## src/mapper_params.svh

```systemverilog
// Mesh, cluster and field sizes of the task mapper
// Shared by the package and every mapper module

`ifndef MAPPER_PARAMS_SVH
`define MAPPER_PARAMS_SVH

// ########################################
// Mesh geometry
// ########################################
`define MESH_DIM      8
`define CL_DIM        4
`define NUM_CLUSTERS  4
`define PE_PER_CL     16

// ########################################
// Field widths
// ########################################
`define ID_W          6
`define LOCAL_W       4
// Busy count holds 0 to 16
`define CNT_W         5
`define NBR_W         4

// Largest Manhattan distance counted as a neighbor
`define NBR_DIST      2

`endif

```

## src/mapper_pkg.sv

```systemverilog
// Types of the task mapper: PE id union, cluster and count types,
// per-cluster status word, mapping result and id conversion functions

`include "mapper_params.svh"

package mapper_pkg;

  localparam int HALF_BITS = $clog2(`MESH_DIM / `CL_DIM);
  localparam int LOC_BITS  = $clog2(`CL_DIM);

  // Global id split into mesh half and cluster-local position
  typedef struct packed {
    logic [HALF_BITS-1:0] row_hi;
    logic [LOC_BITS-1:0]  row_lo;
    logic [HALF_BITS-1:0] col_hi;
    logic [LOC_BITS-1:0]  col_lo;
  } pe_pos_t;

  // flat is row*8+col, pos is the same bits seen as cluster and local place
  typedef union packed {
    logic [`ID_W-1:0] flat;
    pe_pos_t          pos;
  } pe_id_t;

  typedef logic [$clog2(`NUM_CLUSTERS)-1:0] cluster_t;
  typedef logic [`LOCAL_W-1:0]              local_idx_t;
  typedef logic [`CNT_W-1:0]                busy_cnt_t;
  typedef logic [`NBR_W-1:0]                nbr_cnt_t;

  typedef struct packed {
    logic [`PE_PER_CL-1:0]     free_mask;
    busy_cnt_t                 busy_count;
    nbr_cnt_t [`PE_PER_CL-1:0] idle_nbr;
    local_idx_t                ctrl_idx;
    logic [11:0]               spare;
  } cluster_status_t;

  typedef struct packed {
    logic   ok;
    pe_id_t src_id;
    pe_id_t dest_id;
  } map_result_t;

  // Controller sits on the outer mesh corner of its cluster
  function automatic local_idx_t ctrl_local_of(cluster_t c);
    logic [LOC_BITS-1:0] lrow;
    logic [LOC_BITS-1:0] lcol;
    lrow = {LOC_BITS{c[1]}};
    lcol = {LOC_BITS{c[1] ^ c[0]}};
    return {lrow, lcol};
  endfunction

  // Clusters run clockwise from the top left quadrant
  function automatic cluster_t cluster_of(pe_id_t id);
    return {id.pos.row_hi, id.pos.row_hi ^ id.pos.col_hi};
  endfunction

  function automatic pe_id_t id_of(cluster_t c, local_idx_t l);
    pe_id_t id;
    id.pos.row_hi = c[1];
    id.pos.col_hi = c[1] ^ c[0];
    id.pos.row_lo = l[`LOCAL_W-1 -: LOC_BITS];
    id.pos.col_lo = l[LOC_BITS-1:0];
    return id;
  endfunction

endpackage

```

## src/cluster_arbiter.sv

```systemverilog
// Active cluster register, reloaded at application end
// with the least busy cluster

`include "mapper_params.svh"

module cluster_arbiter
  import mapper_pkg::*;
(
  input  logic                            clk,
  input  logic                            rst_b,
  input  logic                            app_end,
  input  busy_cnt_t [`NUM_CLUSTERS-1:0]   busy_counts,
  output cluster_t                        active_cluster
);

  busy_cnt_t min_cnt;
  cluster_t  min_cl;

  // Minimum search, <= lets a later cluster take an equal count
  always_comb begin
    min_cnt = busy_counts[0];
    min_cl  = '0;
    for (int i = 1; i < `NUM_CLUSTERS; i++) begin
      if (busy_counts[i] <= min_cnt) begin
        min_cnt = busy_counts[i];
        min_cl  = cluster_t'(i);
      end
    end
  end

  always_ff @(posedge clk) begin
    if (!rst_b) begin
      active_cluster <= '0;
    end else if (app_end) begin
      active_cluster <= min_cl;
    end
  end

endmodule

```

## src/cluster_occupancy.sv

```systemverilog
// Occupancy of one 4x4 cluster: busy bits, busy count, free mask
// and the idle-neighbor count of every PE

`include "mapper_params.svh"

module cluster_occupancy
  import mapper_pkg::*;
#(
  parameter local_idx_t CTRL_IDX = '0
) (
  input  logic            clk,
  input  logic            rst_b,
  input  logic            set_stb,
  input  local_idx_t      set_idx,
  input  logic            clr_stb,
  input  local_idx_t      clr_idx,
  output cluster_status_t status
);

  // Neighbor table, row p marks every PE at distance 1..NBR_DIST from p
  function automatic logic [`PE_PER_CL-1:0][`PE_PER_CL-1:0] build_nbr_tab();
    logic [`PE_PER_CL-1:0][`PE_PER_CL-1:0] tab;
    int dr;
    int dc;
    tab = '0;
    for (int p = 0; p < `PE_PER_CL; p++) begin
      for (int q = 0; q < `PE_PER_CL; q++) begin
        dr = p / `CL_DIM - q / `CL_DIM;
        dc = p % `CL_DIM - q % `CL_DIM;
        if (dr < 0) begin
          dr = -dr;
        end
        if (dc < 0) begin
          dc = -dc;
        end
        if ((dr + dc >= 1) && (dr + dc <= `NBR_DIST)) begin
          tab[p][q] = 1'b1;
        end
      end
    end
    return tab;
  endfunction

  localparam logic [`PE_PER_CL-1:0][`PE_PER_CL-1:0] NBR_TAB = build_nbr_tab();
  localparam logic [`PE_PER_CL-1:0] CTRL_MASK =
    {{(`PE_PER_CL-1){1'b0}}, 1'b1} << CTRL_IDX;

  logic [`PE_PER_CL-1:0] busy_q;
  logic [`PE_PER_CL-1:0] busy_next;
  logic [`PE_PER_CL-1:0] busy;
  logic [`PE_PER_CL-1:0] free_mask;
  busy_cnt_t             busy_count;
  nbr_cnt_t [`PE_PER_CL-1:0] idle_nbr;

  // ########################################
  // Occupancy register
  // ########################################
  always_comb begin
    busy_next = busy_q;
    // Set after clear, a release of the PE just picked leaves it busy
    if (clr_stb) begin
      busy_next[clr_idx] = 1'b0;
    end
    if (set_stb) begin
      busy_next[set_idx] = 1'b1;
    end
  end

  always_ff @(posedge clk) begin
    if (!rst_b) begin
      busy_q <= '0;
    end else begin
      busy_q <= busy_next;
    end
  end

  // Controller PE never leaves the busy state
  assign busy      = busy_q | CTRL_MASK;
  assign free_mask = ~busy;

  // ########################################
  // Counts
  // ########################################
  always_comb begin
    busy_count = '0;
    for (int i = 0; i < `PE_PER_CL; i++) begin
      busy_count = busy_count + busy_cnt_t'(busy[i]);
    end
  end

  always_comb begin
    for (int p = 0; p < `PE_PER_CL; p++) begin
      idle_nbr[p] = '0;
      for (int q = 0; q < `PE_PER_CL; q++) begin
        idle_nbr[p] = idle_nbr[p] + nbr_cnt_t'(free_mask[q] & NBR_TAB[p][q]);
      end
    end
  end

  always_comb begin
    status.free_mask  = free_mask;
    status.busy_count = busy_count;
    status.idle_nbr   = idle_nbr;
    status.ctrl_idx   = CTRL_IDX;
    status.spare      = '0;
  end

endmodule

```

## src/map_controller.sv

```systemverilog
// Request decode for the mapper: per-cluster set and clear strobes,
// source chain of the current application and the registered result

`include "mapper_params.svh"

module map_controller
  import mapper_pkg::*;
(
  input  logic                                clk,
  input  logic                                rst_b,
  input  logic                                alloc_req,
  input  logic                                release_req,
  input  pe_id_t                              release_id,
  input  logic                                app_end,
  input  cluster_t                            active_cluster,
  input  cluster_status_t [`NUM_CLUSTERS-1:0] status,
  output logic [`NUM_CLUSTERS-1:0]            set_stb,
  output local_idx_t [`NUM_CLUSTERS-1:0]      set_idx,
  output logic [`NUM_CLUSTERS-1:0]            clr_stb,
  output local_idx_t [`NUM_CLUSTERS-1:0]      clr_idx,
  output logic                                map_done,
  output map_result_t                         map_result
);

  cluster_status_t act_status;
  logic            found;
  local_idx_t      best_idx;
  logic            alloc_fire;
  cluster_t        rel_cl;
  local_idx_t      rel_idx;
  pe_id_t          ctrl_id;
  pe_id_t          src_id;
  pe_id_t          dest_id;
  pe_id_t          last_dest;
  logic            chain_valid;

  // ########################################
  // Selection in the active cluster
  // ########################################
  assign act_status = status[active_cluster];

  pe_selector u_pe_selector (
    .status   (act_status),
    .found    (found),
    .best_idx (best_idx)
  );

  assign alloc_fire = alloc_req && found;

  // Release id seen through the pos view
  assign rel_cl  = cluster_of(release_id);
  assign rel_idx = {release_id.pos.row_lo, release_id.pos.col_lo};

  always_comb begin
    for (int c = 0; c < `NUM_CLUSTERS; c++) begin
      set_stb[c] = alloc_fire && (active_cluster == cluster_t'(c));
      set_idx[c] = best_idx;
      clr_stb[c] = release_req && (rel_cl == cluster_t'(c));
      clr_idx[c] = rel_idx;
    end
  end

  // ########################################
  // Source chain and result
  // ########################################
  // First task of an application starts from the controller PE
  assign ctrl_id = id_of(active_cluster, act_status.ctrl_idx);
  assign src_id  = chain_valid ? last_dest : ctrl_id;
  assign dest_id = found ? id_of(active_cluster, best_idx) : ctrl_id;

  always_ff @(posedge clk) begin
    if (!rst_b) begin
      map_done    <= 1'b0;
      chain_valid <= 1'b0;
    end else begin
      map_done <= alloc_req;
      // app_end wins, a same-cycle alloc still used the old chain
      if (app_end) begin
        chain_valid <= 1'b0;
      end else if (alloc_fire) begin
        chain_valid <= 1'b1;
      end
    end
  end

  always_ff @(posedge clk) begin
    if (alloc_fire) begin
      last_dest <= dest_id;
    end
    if (alloc_req) begin
      map_result.ok      <= found;
      map_result.src_id  <= src_id;
      map_result.dest_id <= dest_id;
    end
  end

endmodule

```

## src/pe_selector.sv

```systemverilog
// Best free PE of one cluster: most idle neighbors,
// lowest local index on a tie

`include "mapper_params.svh"

module pe_selector
  import mapper_pkg::*;
(
  input  cluster_status_t status,
  output logic            found,
  output local_idx_t      best_idx
);

  nbr_cnt_t best_cnt;
  logic     any_free;
  local_idx_t pick;

  // Linear scan, strict compare keeps the first index holding the max
  always_comb begin
    any_free = 1'b0;
    pick     = '0;
    best_cnt = '0;
    for (int i = 0; i < `PE_PER_CL; i++) begin
      if (status.free_mask[i]) begin
        if (!any_free || (status.idle_nbr[i] > best_cnt)) begin
          pick     = local_idx_t'(i);
          best_cnt = status.idle_nbr[i];
        end
        any_free = 1'b1;
      end
    end
  end

  // No free PE leaves found low, best_idx is then don't care
  assign found    = any_free;
  assign best_idx = pick;

endmodule

```

## src/task_mapper.sv

```systemverilog
// Top level of the task mapper: four cluster trackers,
// the cluster arbiter and the request controller

`include "mapper_params.svh"

module task_mapper
  import mapper_pkg::*;
(
  input  logic        clk,
  input  logic        rst_b,
  input  logic        alloc_req,
  input  logic        release_req,
  input  pe_id_t      release_id,
  input  logic        app_end,
  output logic        map_done,
  output map_result_t map_result,
  output cluster_t    active_cluster
);

  cluster_status_t [`NUM_CLUSTERS-1:0] status;
  busy_cnt_t [`NUM_CLUSTERS-1:0]       busy_counts;
  logic [`NUM_CLUSTERS-1:0]            set_stb;
  local_idx_t [`NUM_CLUSTERS-1:0]      set_idx;
  logic [`NUM_CLUSTERS-1:0]            clr_stb;
  local_idx_t [`NUM_CLUSTERS-1:0]      clr_idx;

  // ########################################
  // Cluster trackers
  // ########################################
  for (genvar c = 0; c < `NUM_CLUSTERS; c++) begin : g_cluster
    cluster_occupancy #(
      .CTRL_IDX (ctrl_local_of(cluster_t'(c)))
    ) u_cluster_occupancy (
      .clk     (clk),
      .rst_b   (rst_b),
      .set_stb (set_stb[c]),
      .set_idx (set_idx[c]),
      .clr_stb (clr_stb[c]),
      .clr_idx (clr_idx[c]),
      .status  (status[c])
    );

    assign busy_counts[c] = status[c].busy_count;
  end

  // ########################################
  // Cluster choice and request handling
  // ########################################
  cluster_arbiter u_cluster_arbiter (
    .clk            (clk),
    .rst_b          (rst_b),
    .app_end        (app_end),
    .busy_counts    (busy_counts),
    .active_cluster (active_cluster)
  );

  map_controller u_map_controller (
    .clk            (clk),
    .rst_b          (rst_b),
    .alloc_req      (alloc_req),
    .release_req    (release_req),
    .release_id     (release_id),
    .app_end        (app_end),
    .active_cluster (active_cluster),
    .status         (status),
    .set_stb        (set_stb),
    .set_idx        (set_idx),
    .clr_stb        (clr_stb),
    .clr_idx        (clr_idx),
    .map_done       (map_done),
    .map_result     (map_result)
  );

endmodule

```

## config.mk

```make
export PLATFORM = sky130hd
export DESIGN_NAME = task_mapper
export DESIGN_NICKNAME = d
export VERILOG_FILES = /design/src/mapper_pkg.sv /design/src/cluster_arbiter.sv /design/src/cluster_occupancy.sv /design/src/map_controller.sv /design/src/pe_selector.sv /design/src/task_mapper.sv
export VERILOG_INCLUDE_DIRS = /design/src
export SDC_FILE = /design/constraint.sdc
export NUM_CORES = 1
export LEC_CHECK = 0
export BUFFER_PORTS_ARGS = -buffer_cell sky130_fd_sc_hd__buf_2
export CORE_MARGIN = 8
export CORE_UTILIZATION = 67
export CTS_CLUSTER_SIZE = 20
export DETAILED_ROUTE_END_ITERATION = 8
export PLACE_DENSITY = 0.9
export RECOVER_POWER = 25
export SETUP_SLACK_MARGIN = 0.15
export SYNTH_ARGS = -nofsm -noshare
export SYNTH_HDL_FRONTEND = slang
export SYNTH_SLANG_ARGS = --single-unit
```

## constraint.sdc

```tcl
create_clock -name clk -period 32.5 [get_ports clk]
set_input_delay 1.625 -clock clk [delete_from_list [all_inputs] [get_ports clk]]
set_output_delay 1.625 -clock clk [all_outputs]
set_load 0.01 [all_outputs]
```

# After elaboration in Yosys (flattened, before gate mapping)
# Index checks and enable logic that the tools add are counted.
[totals] reg_bits=87 latchBits=0 ramBits=0 romBits=0 in_bits=11 out_inout_bits=16 wordCells=640 mem_count=0
[op_classes] add_sub_neg=444 n_mul=0 div=0 order_cmp=23 eq_ne=6 shift=0 muxes=96 bitwise=16 n_reduce_logical=44
[op_table] cell="$add A4 B1 Y4" count=296
[op_table] cell="$add A5 B1 Y5" count=53
[op_table] cell="$mux W4" count=57
[op_table] cell="$bmux W101 S2" count=1
[op_table] cell="$mux W16" count=8
[op_table] cell="$add A1 B1 Y2" count=51
[op_table] cell="$mux W101" count=1
[op_table] cell="$add A3 B1 Y4" count=20
[op_table] cell="$not A16 Y16" count=5
[op_table] cell="$and A16 B16 Y16" count=4
[op_table] cell="$or A16 B16 Y16" count=4
[op_table] cell="$add A2 B1 Y3" count=20
[op_table] cell="$gt A4 B4 Y1" count=15
[op_table] cell="$mux W1" count=21
[op_table] cell="$add A5 B1 Y5 const B" count=3
[op_table] cell="$le A5 B5 Y1" count=3
[op_table] cell="$logic_not A1 Y1" count=15
[op_table] cell="$logic_or A1 B1 Y1" count=15
[op_table] cell="$mux W5" count=3
[op_table] cell="$logic_and A1 B1 Y1" count=11
[op_table] cell="$lt A4 B5 Y1 const B" count=2
[op_table] cell="$demux W1 S4" count=2
[op_table] cell="$eq A2 B2 Y1 const B" count=4
[op_table] cell="$ge A4 B1 Y1 const B" count=2
[op_table] cell="9 further kinds" count=13

# Logic depth before layout (Yosys ltp)
# Gate-level depths: netlist of run 1.
[depth] depth_word=84 mapped_depth=128

# Cells and area by module
# A second synthesis of run 1 with hierarchy kept.
[hier_totals] cells_unflattened=2055 hier_area_um2=20448.4
[modules_own_cells] module="pe_selector" instances=1 cells_each=518 area_each_um2=3604.7
[modules_own_cells] module="map_controller" instances=1 cells_each=204 area_each_um2=3489.6
[modules_own_cells] module="cluster_occupancy at g_cluster[1].u_cluster_occupancy" instances=1 cells_each=327 area_each_um2=3266.9
[modules_own_cells] module="cluster_occupancy at g_cluster[0].u_cluster_occupancy" instances=1 cells_each=317 area_each_um2=3226.8
[modules_own_cells] module="cluster_occupancy at g_cluster[3].u_cluster_occupancy" instances=1 cells_each=308 area_each_um2=3178.0
[modules_own_cells] module="cluster_occupancy at g_cluster[2].u_cluster_occupancy" instances=1 cells_each=313 area_each_um2=3156.8
[modules_own_cells] module="cluster_arbiter" instances=1 cells_each=68 area_each_um2=525.5

# Least setup slack after synthesis of run 1
# Ideal clock, no wire load.
[synth_path] kind="register -> register" startpoint="reg g_cluster[3].u_cluster_occupancy.busy_q[2]" endpoint="reg u_map_controller.last_dest[4] (netlist name), data pin" setup_ns=0.278 arrival_time_ns=23.424 slack_ns=8.799 path_stages_with_launch=111 n_path_buf=4 synth_period_minus_slack_ns=23.701 cell_sequence="dfxtp_1 -> inv_1 -> ha_1 -> fa_1 -> fa_1 -> ha_1 -> inv_1 -> fa_1 -> xnor2_1 -> mux4_2 -> ha_1 -> nor2_1 -> a31oi_1 -> a211oi_2 -> nor2_1 -> mux2_2 -> ha_1 -> nand3_1 -> (+75 left out) -> a21oi_1 -> nor2_1 -> ha_1 -> a21o_1 -> a21oi_1 -> a311oi_1 -> a21oi_1 -> nor2_1 -> clkbuf_1 -> o31ai_1 -> ha_1 -> nor2b_1 -> o21a_1 -> o21ai_0 -> a211o_1 -> nor2b_1 -> o21ai_0 -> or4b_1"
[synth_rtl] element="start, declared" line="cluster_occupancy.sv:48" text="logic [`PE_PER_CL-1:0] busy_q;"
[synth_rtl] element="start signal, assigned" line="cluster_occupancy.sv:73" text="busy_q <= busy_next;"
[synth_rtl] element="end signal, assigned" line="map_controller.sv:88" text="last_dest <= dest_id;"
[synth_rtl] element="end, declared" line="map_controller.sv:34" text="pe_id_t last_dest;"

# Final worst setup path of run 1
[layout_path] startpoint="reg u_cluster_arbiter.active_cluster[1]" endpoint="reg g_cluster[2].u_cluster_occupancy.busy_q[8]"
[layout_between] elab_chain_cells=69
[layout_lines] element="start, declared" line="cluster_arbiter.sv:13" text="output cluster_t active_cluster"
[layout_lines] element="start signal, assigned" line="cluster_arbiter.sv:35" text="active_cluster <= min_cl;"
[layout_lines] element="$bmux W101 S2" line="map_controller.sv:40" text="assign act_status = status[active_cluster];"
[layout_lines] element="$mux W101 (not written as such)" line="map_controller.sv:40"
[layout_lines] element="$mux W4 or $mux W1 (tied branches)" line="pe_selector.sv:24" text="if (status.free_mask[i]) begin"
[layout_lines] element="$gt A4 B4 Y1 or $logic_not A1 Y1 (tied branches)" line="pe_selector.sv:25" text="if (!any_free || (status.idle_nbr[i] > best_cnt)) begin"
[layout_lines] element="$logic_or A1 B1 Y1" line="pe_selector.sv:25"
[layout_lines] element="$mux W4" line="pe_selector.sv:25"
[layout_lines] element="$mux W4" line="pe_selector.sv:24"
[layout_lines] element="$gt A4 B4 Y1" line="pe_selector.sv:25"
[layout_lines] element="(+53 left out)"
[layout_lines] element="$mux W4" line="pe_selector.sv:25"
[layout_lines] element="$mux W4" line="pe_selector.sv:24"
[layout_lines] element="$lt A4 B5 Y1 (not written as such) or $ge A4 B1 Y1 (tied branches)" line="cluster_occupancy.sv:65" text="busy_next[set_idx] = 1'b1;"
[layout_lines] element="$logic_and A1 B1 Y1 (not written as such)" line="cluster_occupancy.sv:65"
[layout_lines] element="$mux W1 (not written as such)" line="cluster_occupancy.sv:65"
[layout_lines] element="$demux W1 S4"
[layout_lines] element="$or A16 B16 Y16 (no line)"
[layout_lines] element="$mux W16 *" line="cluster_occupancy.sv:64" text="if (set_stb) begin"
[layout_lines] element="end signal, assigned" line="cluster_occupancy.sv:73"
[layout_lines] element="end, declared" line="cluster_occupancy.sv:48"
# Every way passes the cells marked *; elsewhere a longest branch is shown, timed or not. The select of a mux whose other input is x is not followed.
# A chain may end at the register's enable or synchronous reset.

==> results of run 1 <==
==> cell usage in the layout, fill, tap and decap left out, types with 21 or more instances in the layout <==
cell type,instances
nor2_1,67
mux4_2,53
a21oi_1,60
dfxtp_1,63
mux2i_1,23
o31ai_1,34
inv_1,278
xnor2_1,21
fa_1,263
a21o_1,26
nand3_1,69
ha_1,222
nand2_1,134
o21ai_0,66
==> final cells by class <==
type | count | area share [%]
sequential | 83 | 10.1
timing repair buffer | 47 | 1.45
tap | 335 | 2.28
clock buffer | 10 | 1.30
inverter | 283 | 5.78
clock inverter | 6 | 0.469
antenna | 2 | 0.0272
multi-input combinational | 1363 | 78.6
==> flip-flops by register name, summed over array words and instances, names as in the netlist <==
register,flops
g_cluster.u_cluster_occupancy.busy_q,60
u_cluster_arbiter.active_cluster,2
u_map_controller.chain_valid,1
u_map_controller.last_dest,6
u_map_controller.map_done,1
u_map_controller.map_result,13
==> layer usage <==
metal	routed length (um)	vias up	track usage [%]
met5	49	-	0
met4	5170	4	26.2
met3	9330	406	15.5
met2	25300	1334	56.1
met1	19000	7338	43.5
li1	-	6161	-
==> worst min-delay path, delay by kind of cell, from the launching register on <==
family | cells | cell delay, ns
compound gates | 1 | 0.06
flops | 1 | 0.31
simple gates | 1 | 0.06
==> metrics by stage <==
step | util (%) | hold slack [ns] | cell area [sq um] | instances | setup slack (ns)
6_report | 71.0 | 0.481 | 18400 | 2129 | 3.77
5_1_grt | 71.0 | 0.510 | 18400 | 2128 | 2.48
4_1_cts | 71.0 | 0.480 | 18400 | 2127 | 4.83
3_5_place_dp | 69.8 | 0.471 | 18100 | 2111 | 4.96
3_3_place_gp | 69.8 | 0.455 | 18100 | 2111 | 6.18
2_1_floorplan | - | 0.445 | 17600 | 1784 | 8.80
==> worst paths after layout <==
kind,cells past startpoint,slack (ns),end
hold reg to reg,2,0.48,g_cluster[0].u_cluster_occupancy.busy_q[9]$_SDFF_PN0_
hold / removal,2,0.48,g_cluster[0].u_cluster_occupancy.busy_q[9]$_SDFF_PN0_
setup / recovery,95,3.77,g_cluster[2].u_cluster_occupancy.busy_q[8]$_SDFF_PN0_
setup reg to reg,95,3.77,g_cluster[2].u_cluster_occupancy.busy_q[8]$_SDFF_PN0_
==> kinds of logic (layout without fill, tap and decap cells) <==
group	count (synthesis)	in the layout
buf+inv	338	346
fa+ha+maj	487	487
xor+xnor	41	41
simple gates	401	401
compound gates	338	338
other cells	0	2
flops	83	83
mux	96	96
==> run metrics, run 1 <==
status finished with violations; failing checks max-capacitance violations, max-slew violations; clock edge transition at the registers on the reported setup and hold paths 0.06 ns; area share of the largest cell type after synthesis 29.9%; Mapped Cells 1784; post-DR wirelength/cell 27.7 um; gr usage total 37.5%; CP arrival 28.96 ns; sequential-to-total area share from yosys stat 10.5%; gpl congestion 1.06; Worst Setup SP u_cluster_arbiter.active_cluster[1]$_SDFFE_PN0P_; row cnt 59; worst flop-to-flop path startpoint u_cluster_arbiter.active_cluster[1]$_SDFFE_PN0P_; synth top area cells fa_1, ha_1, dfxtp_1; clk_lat worst skew 0.34 ns; HP Class reg -> reg; EDFF count, synth 19; cts bufs inserted 9; # DRC 0; initial drt markers 2282; Max Freq 0.0348 GHz; normalized max-slew margin -115%; CP max FO 46; CP Buf/Inv Count 5; via count 15.2k; clock buffer depth 2; largest net degree at the start of global routing 79; number of global-route vias before repair 15.8k; final hold vios 0; layout cell share with drive strength beyond 1 9.04%; clock root buffer clkbuf_16; Adder-Cell Fraction of Synth Area 45.8%; TritonRoute pass-1 iters 7; final setup TNS 0 ns; CP required 32.73 ns; syn nets 2280; Post-Route WL 58900 um; Post-Synth XOR/XNOR Area 2.04%; Die Wd 178 um; Final Critical Period 28.73 ns; vias per std cell 7.16; Sequential Area 1860 sq um; syn avg cell area 9.86 sq um; area of the core 25900 sq um; RSZ-0062 raised after global routing false; Hold Buf Count CTS 0; Final setup viols 0; Setup crit end kind register; initial antenna violation count 3; global-route wire length before repair 89400 um; # IOs 27; Synth Cell Area 17600 sq um; most frequent cell after synthesis inv_1; I/O Buffers 26; Main synth FF type dfxtp_1; main combinational cell family by area after synthesis adder cells; Yosys warning count 0; max-slew violations 126; CP top delay family compound AO/OA/AOI/OAI gates; compound-gate portion of the synthesized area 13.5%; Yosys reg bits 83; Fillers 1795; skew final 0.00965 ns; crit start category register; commonest cells in the netlist inv_1, fa_1, ha_1, nand2_1, nand3_1; post-CTS setup buffers 0; remaining antenna violation count after routing 0; crit path max-delay cell type clkbuf_1; # clock sinks 83; Post-Synth Simple-Gate Area 11.2%; Top cell by count, worst path ha_1; largest stage delay on the critical path 2.26 ns; PostCTS Resize Cnt 0; fin nets 2283; area grow syn2layout 4.49%; die area 31700 sq um; Slew @ Worst Pin 3.23 ns; HPWL after DPL 45900 um; post-synthesis async set-or-reset flop share 0%; min-delay src g_cluster[0].u_cluster_occupancy.busy_q[9]$_SDFF_PN0_; mux contribution to synthesized area 9.51%; htree depth 3; CTS tree done; area of the multi-input gates 14500 sq um; Die H 178 um; grt ovf 0; Final Cycle Share 88.4%; Initial Util 67.9%; max_cap viols 2; Setup CP Type reg -> reg; Yosys cell types 99; biggest area consumer among synthesized cells fa_1
Power of run 1 is left out: the tool's default activity adds up to more than one toggle a clock period on the data nets, which glitch-free logic cannot reach.
==> inputs of run 2 (changes only) <==
PLACE_DENSITY = 0.82   (was 0.9)
TNS_END_PERCENT = 30   (was not set)
==> run 2 against run 1 <==
Against the previous run:
- the run still ends with max-capacitance violations, max-slew violations left
- wire length shrank 5.4%
- sequential share of layout area is essentially flat
- sequential cell count stayed put
==> run metrics, run 2 (synthesized netlist as in run 1, its figures left out) <==
status finished with violations (unchanged); failing checks max-capacitance violations, max-slew violations (unchanged); Final Cycle Share 86.6% (was 88.4%); Slew @ Worst Pin 2.59 ns (was 3.23 ns); dpl ws 5.09 ns (was 4.96 ns); Setup crit end kind register (unchanged); gpl congestion 1.05 (was 1.06); Max Freq 0.0355 GHz (was 0.0348 GHz); R2R cell count 106 (was 95); Top cell by count, worst path ha_1 (unchanged); I/O Buffers 26 (unchanged); Setup CP Type reg -> reg (unchanged); M1 GR Usage 45.4% (was 43.5%); cts bufs inserted 9 (unchanged); Post-Route WL 55700 um (was 58900 um); remaining antenna violation count after routing 0 (unchanged); area grow syn2layout 4.56% (was 4.49%); initial antenna violation count 0 (was 3); commonest non-fill, non-tap cells in the layout inv_1, fa_1, ha_1 (unchanged); via count 14.5k (was 15.2k); largest registers g_cluster.u_cluster_occupancy.busy_q (60), u_map_controller.map_result (13), u_map_controller.last_dest (6) (unchanged); normalized max-slew margin -72.5% (was -115%); # clock sinks 83 (unchanged); PostCTS Resize Cnt 0 (unchanged); worst flop-to-flop path startpoint g_cluster[3].u_cluster_occupancy.busy_q[2]$_SDFF_PN0_ (was u_cluster_arbiter.active_cluster[1]$_SDFFE_PN0P_); max-slew violations 41 (was 126); HP Class reg -> reg (unchanged); clock edge transition at the registers on the reported setup and hold paths 0.07 ns (was 0.06 ns); clock buffer depth 2 (unchanged); final worst setup slack 4.36 ns (was 3.77 ns); GR met3 Demand/Resource 10.8% (was 15.5%); post-DR wirelength/cell 26.2 um (was 27.7 um); CP required 32.75 ns (was 32.73 ns); clock root buffer clkbuf_16 (unchanged); HPWL after DPL 44500 um (was 45900 um); final setup TNS 0 ns (unchanged); # IOs 27 (unchanged); # DRC 0 (unchanged); initial drt markers 1849 (was 2282); WHS Path Cells 2 (unchanged); Finished Core Util 71.0% (about the same); Final setup viols 0 (unchanged); skew final 0.00574 ns (was 0.00965 ns); Fillers 1897 (was 1795); met2 Use GR 55.3% (was 56.1%); vias per std cell 6.80 (was 7.16); clk_lat worst skew 0.35 ns (was 0.34 ns); Die Wd 178 um (unchanged); Die H 178 um (unchanged); row cnt 59 (unchanged); global-route wire length before repair 86700 um (was 89400 um); Initial Util 67.9% (unchanged); Hold Buf Count CTS 0 (unchanged); Final Critical Period 28.14 ns (was 28.73 ns); final hold vios 0 (unchanged); post-CTS setup buffers 0 (unchanged); number of global-route vias before repair 15.2k (was 15.8k); gr usage total 36.5% (was 37.5%); R2R Setup Slk 4.36 ns (was 3.77 ns); largest stage delay on the critical path 0.77 ns (was 2.26 ns); CP arrival 28.39 ns (was 28.96 ns); Worst Hold Path EP g_cluster[0].u_cluster_occupancy.busy_q[9]$_SDFF_PN0_ (unchanged); min-delay src g_cluster[0].u_cluster_occupancy.busy_q[9]$_SDFF_PN0_ (unchanged); crit start category register (unchanged); max reg flops 60 (unchanged); largest net degree at the start of global routing 50 (was 79); max_cap viols 1 (was 2); end of the worst register-to-register path g_cluster[0].u_cluster_occupancy.busy_q[8]$_SDFF_PN0_ (was g_cluster[2].u_cluster_occupancy.busy_q[8]$_SDFF_PN0_); grt ovf 0 (unchanged); grt peak-use layer met2 (unchanged); area of the core 25900 sq um (unchanged); largest register by flop count g_cluster.u_cluster_occupancy.busy_q (unchanged); fin nets 2287 (was 2283); htree depth 3 (unchanged); CTS tree done (unchanged); CP max FO 19 (was 46); commonest non-fill, non-tap cell in the layout inv_1 (unchanged); die area 31700 sq um (unchanged); n_diodes 0 (was 2); RSZ-0062 raised after global routing false (unchanged); TritonRoute pass-1 iters 7 (unchanged); layout cell share with drive strength beyond 1 9.30% (was 9.04%); crit path max-delay cell type a21oi_1 (was clkbuf_1)
-- run 2: changes by cell type in the layout (fill, tap and decap cells not counted) --
| cell | delta |
|---|---|
| and2_0 | +1 |
| and2_1 | -1 |
| buf_4 | +5 |
| bufinv_16 | -1 |
| clkbuf_1 | -1 |
| clkbuf_8 | -1 |
| clkinv_2 | -2 |
| clkinv_4 | +2 |
| diode_2 | -2 |
| inv_6 | +1 |
| inv_8 | +1 |
-- run 2: per-layer routing --
metal	part of all wire (%)	wire (um)
met5	0	0
met4	7.2	4000
met3	13	7070
met2	44	24600
met1	36	20100
-- run 2: worst max-delay path by stage --
stage / from / to / slack (ns) / cells past startpoint
final: g_cluster[3].u_cluster_occupancy.busy_q[2]$_SDFF_PN0_ / g_cluster[0].u_cluster_occupancy.busy_q[8]$_SDFF_PN0_ / 4.36 / 106
after global routing: g_cluster[3].u_cluster_occupancy.busy_q[2]$_SDFF_PN0_ / g_cluster[0].u_cluster_occupancy.busy_q[8]$_SDFF_PN0_ / 2.74 / 110
after CTS: g_cluster[3].u_cluster_occupancy.busy_q[2]$_SDFF_PN0_ / g_cluster[3].u_cluster_occupancy.busy_q[8]$_SDFF_PN0_ / 5.02 / 106
after detailed placement: g_cluster[3].u_cluster_occupancy.busy_q[2]$_SDFF_PN0_ / g_cluster[3].u_cluster_occupancy.busy_q[8]$_SDFF_PN0_ / 5.09 / 108
after global placement: g_cluster[3].u_cluster_occupancy.busy_q[2]$_SDFF_PN0_ / g_cluster[3].u_cluster_occupancy.busy_q[8]$_SDFF_PN0_ / 5.89 / 107
after floorplan: g_cluster[3].u_cluster_occupancy.busy_q[2]$_SDFF_PN0_ / u_map_controller.last_dest[4]$_DFFE_PP_ / 8.80 / 110
-- run 2: final cells by class --
cell class                      count  area [sq um]  area share (%)
Clock buffer                        9           225            1.22
Sequential cell                    83          1860            10.1
Tap cell                          335           419            2.28
Timing Repair Buffer               51           300            1.63
Multi-Input combinational cell   1363         14500            78.6
Clock inverter                      7          83.8           0.456
Inverter                          283          1060            5.77
-- run 2: critical path: cells and delay by family, from the launching register on --
family	cells	cell delay (ns)
compound gates	41	9.87
buf+inv	5	0.63
fa+ha+maj	19	5.89
xor+xnor	1	0.27
mux	10	3.94
flops	1	0.32
simple gates	30	7.11
-- run 2: through the flow --
stage / cells / hold slack (ns) / cell area, sq um
3_5_place_dp: 2115 / 0.467 / 18100
5_1_grt: 2131 / 0.482 / 18400
6_report: 2131 / 0.475 / 18400
4_1_cts: 2131 / 0.475 / 18400
3_3_place_gp: 2115 / 0.456 / 18100
2_1_floorplan: 1784 / 0.445 / 17600
Power of run 2 is left out for the same reason.
==> inputs of run 3 (changes only) <==
clock period = 28.9 ns   (was 32.5 ns; I/O delays follow)
==> run 3 against run 2 <==
Against the previous run:
- the run still ends with max-capacitance violations, max-slew violations left
- cell area is 0.22% lower
- final cell count is 0.23% lower
- clock skew is 0.0011 ns lower
- maximum frequency is 3.9% higher
- critical path depth is 2 higher
- sequential share of layout area hardly changed
- non-clock buffer count is 5 lower
- sequential cell count stayed put
- largest cell class unchanged
==> run metrics, run 3 (synthesized netlist as in run 1, its figures left out) <==
status finished with violations (unchanged); failing checks max-capacitance violations, max-slew violations (unchanged); Final Cycle Share 93.7% (was 86.6%); via count 14.7k (was 14.5k); layout cell share with drive strength beyond 1 9.32% (was 9.30%); skew final 0.00463 ns (was 0.00574 ns); final worst setup slack 1.81 ns (was 4.36 ns); area of the core 25900 sq um (unchanged); clock buffer depth 2 (unchanged); remaining antenna violation count after routing 0 (unchanged); CTS tree done (unchanged); row cnt 59 (unchanged); largest registers g_cluster.u_cluster_occupancy.busy_q (60), u_map_controller.map_result (13), u_map_controller.last_dest (6) (unchanged); Post-Route WL 56300 um (was 55700 um); initial drt markers 1558 (was 1849); fin nets 2282 (was 2287); vias per std cell 6.92 (was 6.80); crit start category register (unchanged); # clock sinks 83 (unchanged); largest net degree at the start of global routing 69 (was 50); max_cap viols 1 (unchanged); GR met3 Demand/Resource 11.3% (was 10.8%); # DRC 0 (unchanged); clock root buffer clkbuf_16 (unchanged); htree depth 3 (unchanged); Final Critical Period 27.09 ns (was 28.14 ns); HPWL after DPL 44400 um (was 44500 um); gr usage total 36.4% (was 36.5%); CP top delay family compound AO/OA/AOI/OAI gates (unchanged); clk_lat worst skew 0.34 ns (was 0.35 ns); Top cell by count, worst path ha_1 (unchanged); dpl ws 1.25 ns (was 5.09 ns); grt ovf 0 (unchanged); Setup crit end kind register (unchanged); area of the multi-input gates 14500 sq um (about the same); global-route wire length before repair 87200 um (was 86700 um); TritonRoute pass-1 iters 5 (was 7); final hold vios 0 (unchanged); M1 GR Usage 44.4% (was 45.4%); commonest non-fill, non-tap cell in the layout inv_1 (unchanged); Die H 178 um (unchanged); clock edge transition at the registers on the reported setup and hold paths 0.06 ns (was 0.07 ns); commonest non-fill, non-tap cells in the layout inv_1, fa_1, ha_1 (unchanged); CP arrival 27.16 ns (was 28.39 ns); hold slack final 0.479 ns (was 0.475 ns); I/O Buffers 26 (unchanged); largest register by flop count g_cluster.u_cluster_occupancy.busy_q (unchanged); Fillers 1938 (was 1897); Initial Util 67.9% (unchanged); normalized max-slew margin -50.1% (was -72.5%); Slew @ Worst Pin 2.25 ns (was 2.59 ns); Max Freq 0.0369 GHz (was 0.0355 GHz); met2 Use GR 56.0% (was 55.3%); Setup CP Type reg -> reg (unchanged); largest stage delay on the critical path 0.59 ns (was 0.77 ns); final setup TNS 0 ns (unchanged); Final setup viols 0 (unchanged); max reg flops 60 (unchanged); max-slew violations 40 (was 41); Die Wd 178 um (unchanged); die area 31700 sq um (unchanged); area grow syn2layout 4.33% (was 4.56%); grt peak-use layer met2 (unchanged); CP required 28.97 ns (was 32.75 ns); HP Class reg -> reg (unchanged); # IOs 27 (unchanged); CP Buf/Inv Count 3 (was 5); n_diodes 0 (unchanged); Hold Buf Count CTS 0 (unchanged); cts bufs inserted 9 (unchanged); number of global-route vias before repair 15.5k (was 15.2k); crit path max-delay cell type or4_4 (was a21oi_1); initial antenna violation count 1 (was 0); RSZ-0062 raised after global routing false (unchanged); post-DR wirelength/cell 26.5 um (was 26.2 um); CP max FO 19 (unchanged); gpl congestion 1.06 (was 1.05); Sequential Area 1860 sq um (unchanged)
-- run 3: cell types whose count changed in the layout (fill, tap and decap cells not counted), sizes merged --
cell      delta
inv          -2
bufinv       -1
clkinv       +2
clkbuf       -1
clkinvlp     +1
buf          -4
-- run 3: final cells by class --
class                   count  share of cell area (%)
repair buffers             46                    1.45
multi-input cells        1363                    78.9
well taps                 335                    2.28
clock buffers               9                    1.23
inverters                 283                    5.79
clock inverters             7                   0.293
flip-flops and latches     83                    10.1
-- run 3: worst paths after layout --
check,endpoint,depth (start not counted),slack (ns),start
worst max-delay path,u_map_controller.map_result[4]$_DFFE_PP_,108,1.81,g_cluster[3].u_cluster_occupancy.busy_q[2]$_SDFF_PN0_
worst min-delay path,g_cluster[0].u_cluster_occupancy.busy_q[9]$_SDFF_PN0_,2,0.48,g_cluster[0].u_cluster_occupancy.busy_q[9]$_SDFF_PN0_
worst max register to register,u_map_controller.map_result[4]$_DFFE_PP_,108,1.81,g_cluster[3].u_cluster_occupancy.busy_q[2]$_SDFF_PN0_
worst min register to register,g_cluster[0].u_cluster_occupancy.busy_q[9]$_SDFF_PN0_,2,0.48,g_cluster[0].u_cluster_occupancy.busy_q[9]$_SDFF_PN0_
-- run 3: timing repair --
item | in CTS | in global routing
buffers inserted | 0 | 1
endpoints found under the hold margin | 0 | 0
gates resized for setup | 0 | 7
endpoints found under the setup margin | 0 | 63
-- run 3: per-layer routing --
metal	part of all wire, %	routed length, um
met5	0	0
met4	7.2	4070
met3	13	7560
met2	44	25000
met1	35	19700
-- run 3: worst min-delay path: stages, from the launching register on --
cell,delay (ns)
dfxtp_1,0.31
nand3_1,0.06
o31ai_1,0.06
-- run 3: stage by stage --
step / std cells / cell area (sq um) / utilization, %
floorplan: 1784 / 17600 / -
global placement: 2109 / 18100 / 69.7
detailed placement: 2109 / 18100 / 69.7
CTS: 2125 / 18300 / 70.8
global route: 2126 / 18400 / 70.9
finish: 2126 / 18400 / 70.9
Power of run 3 is left out for the same reason.
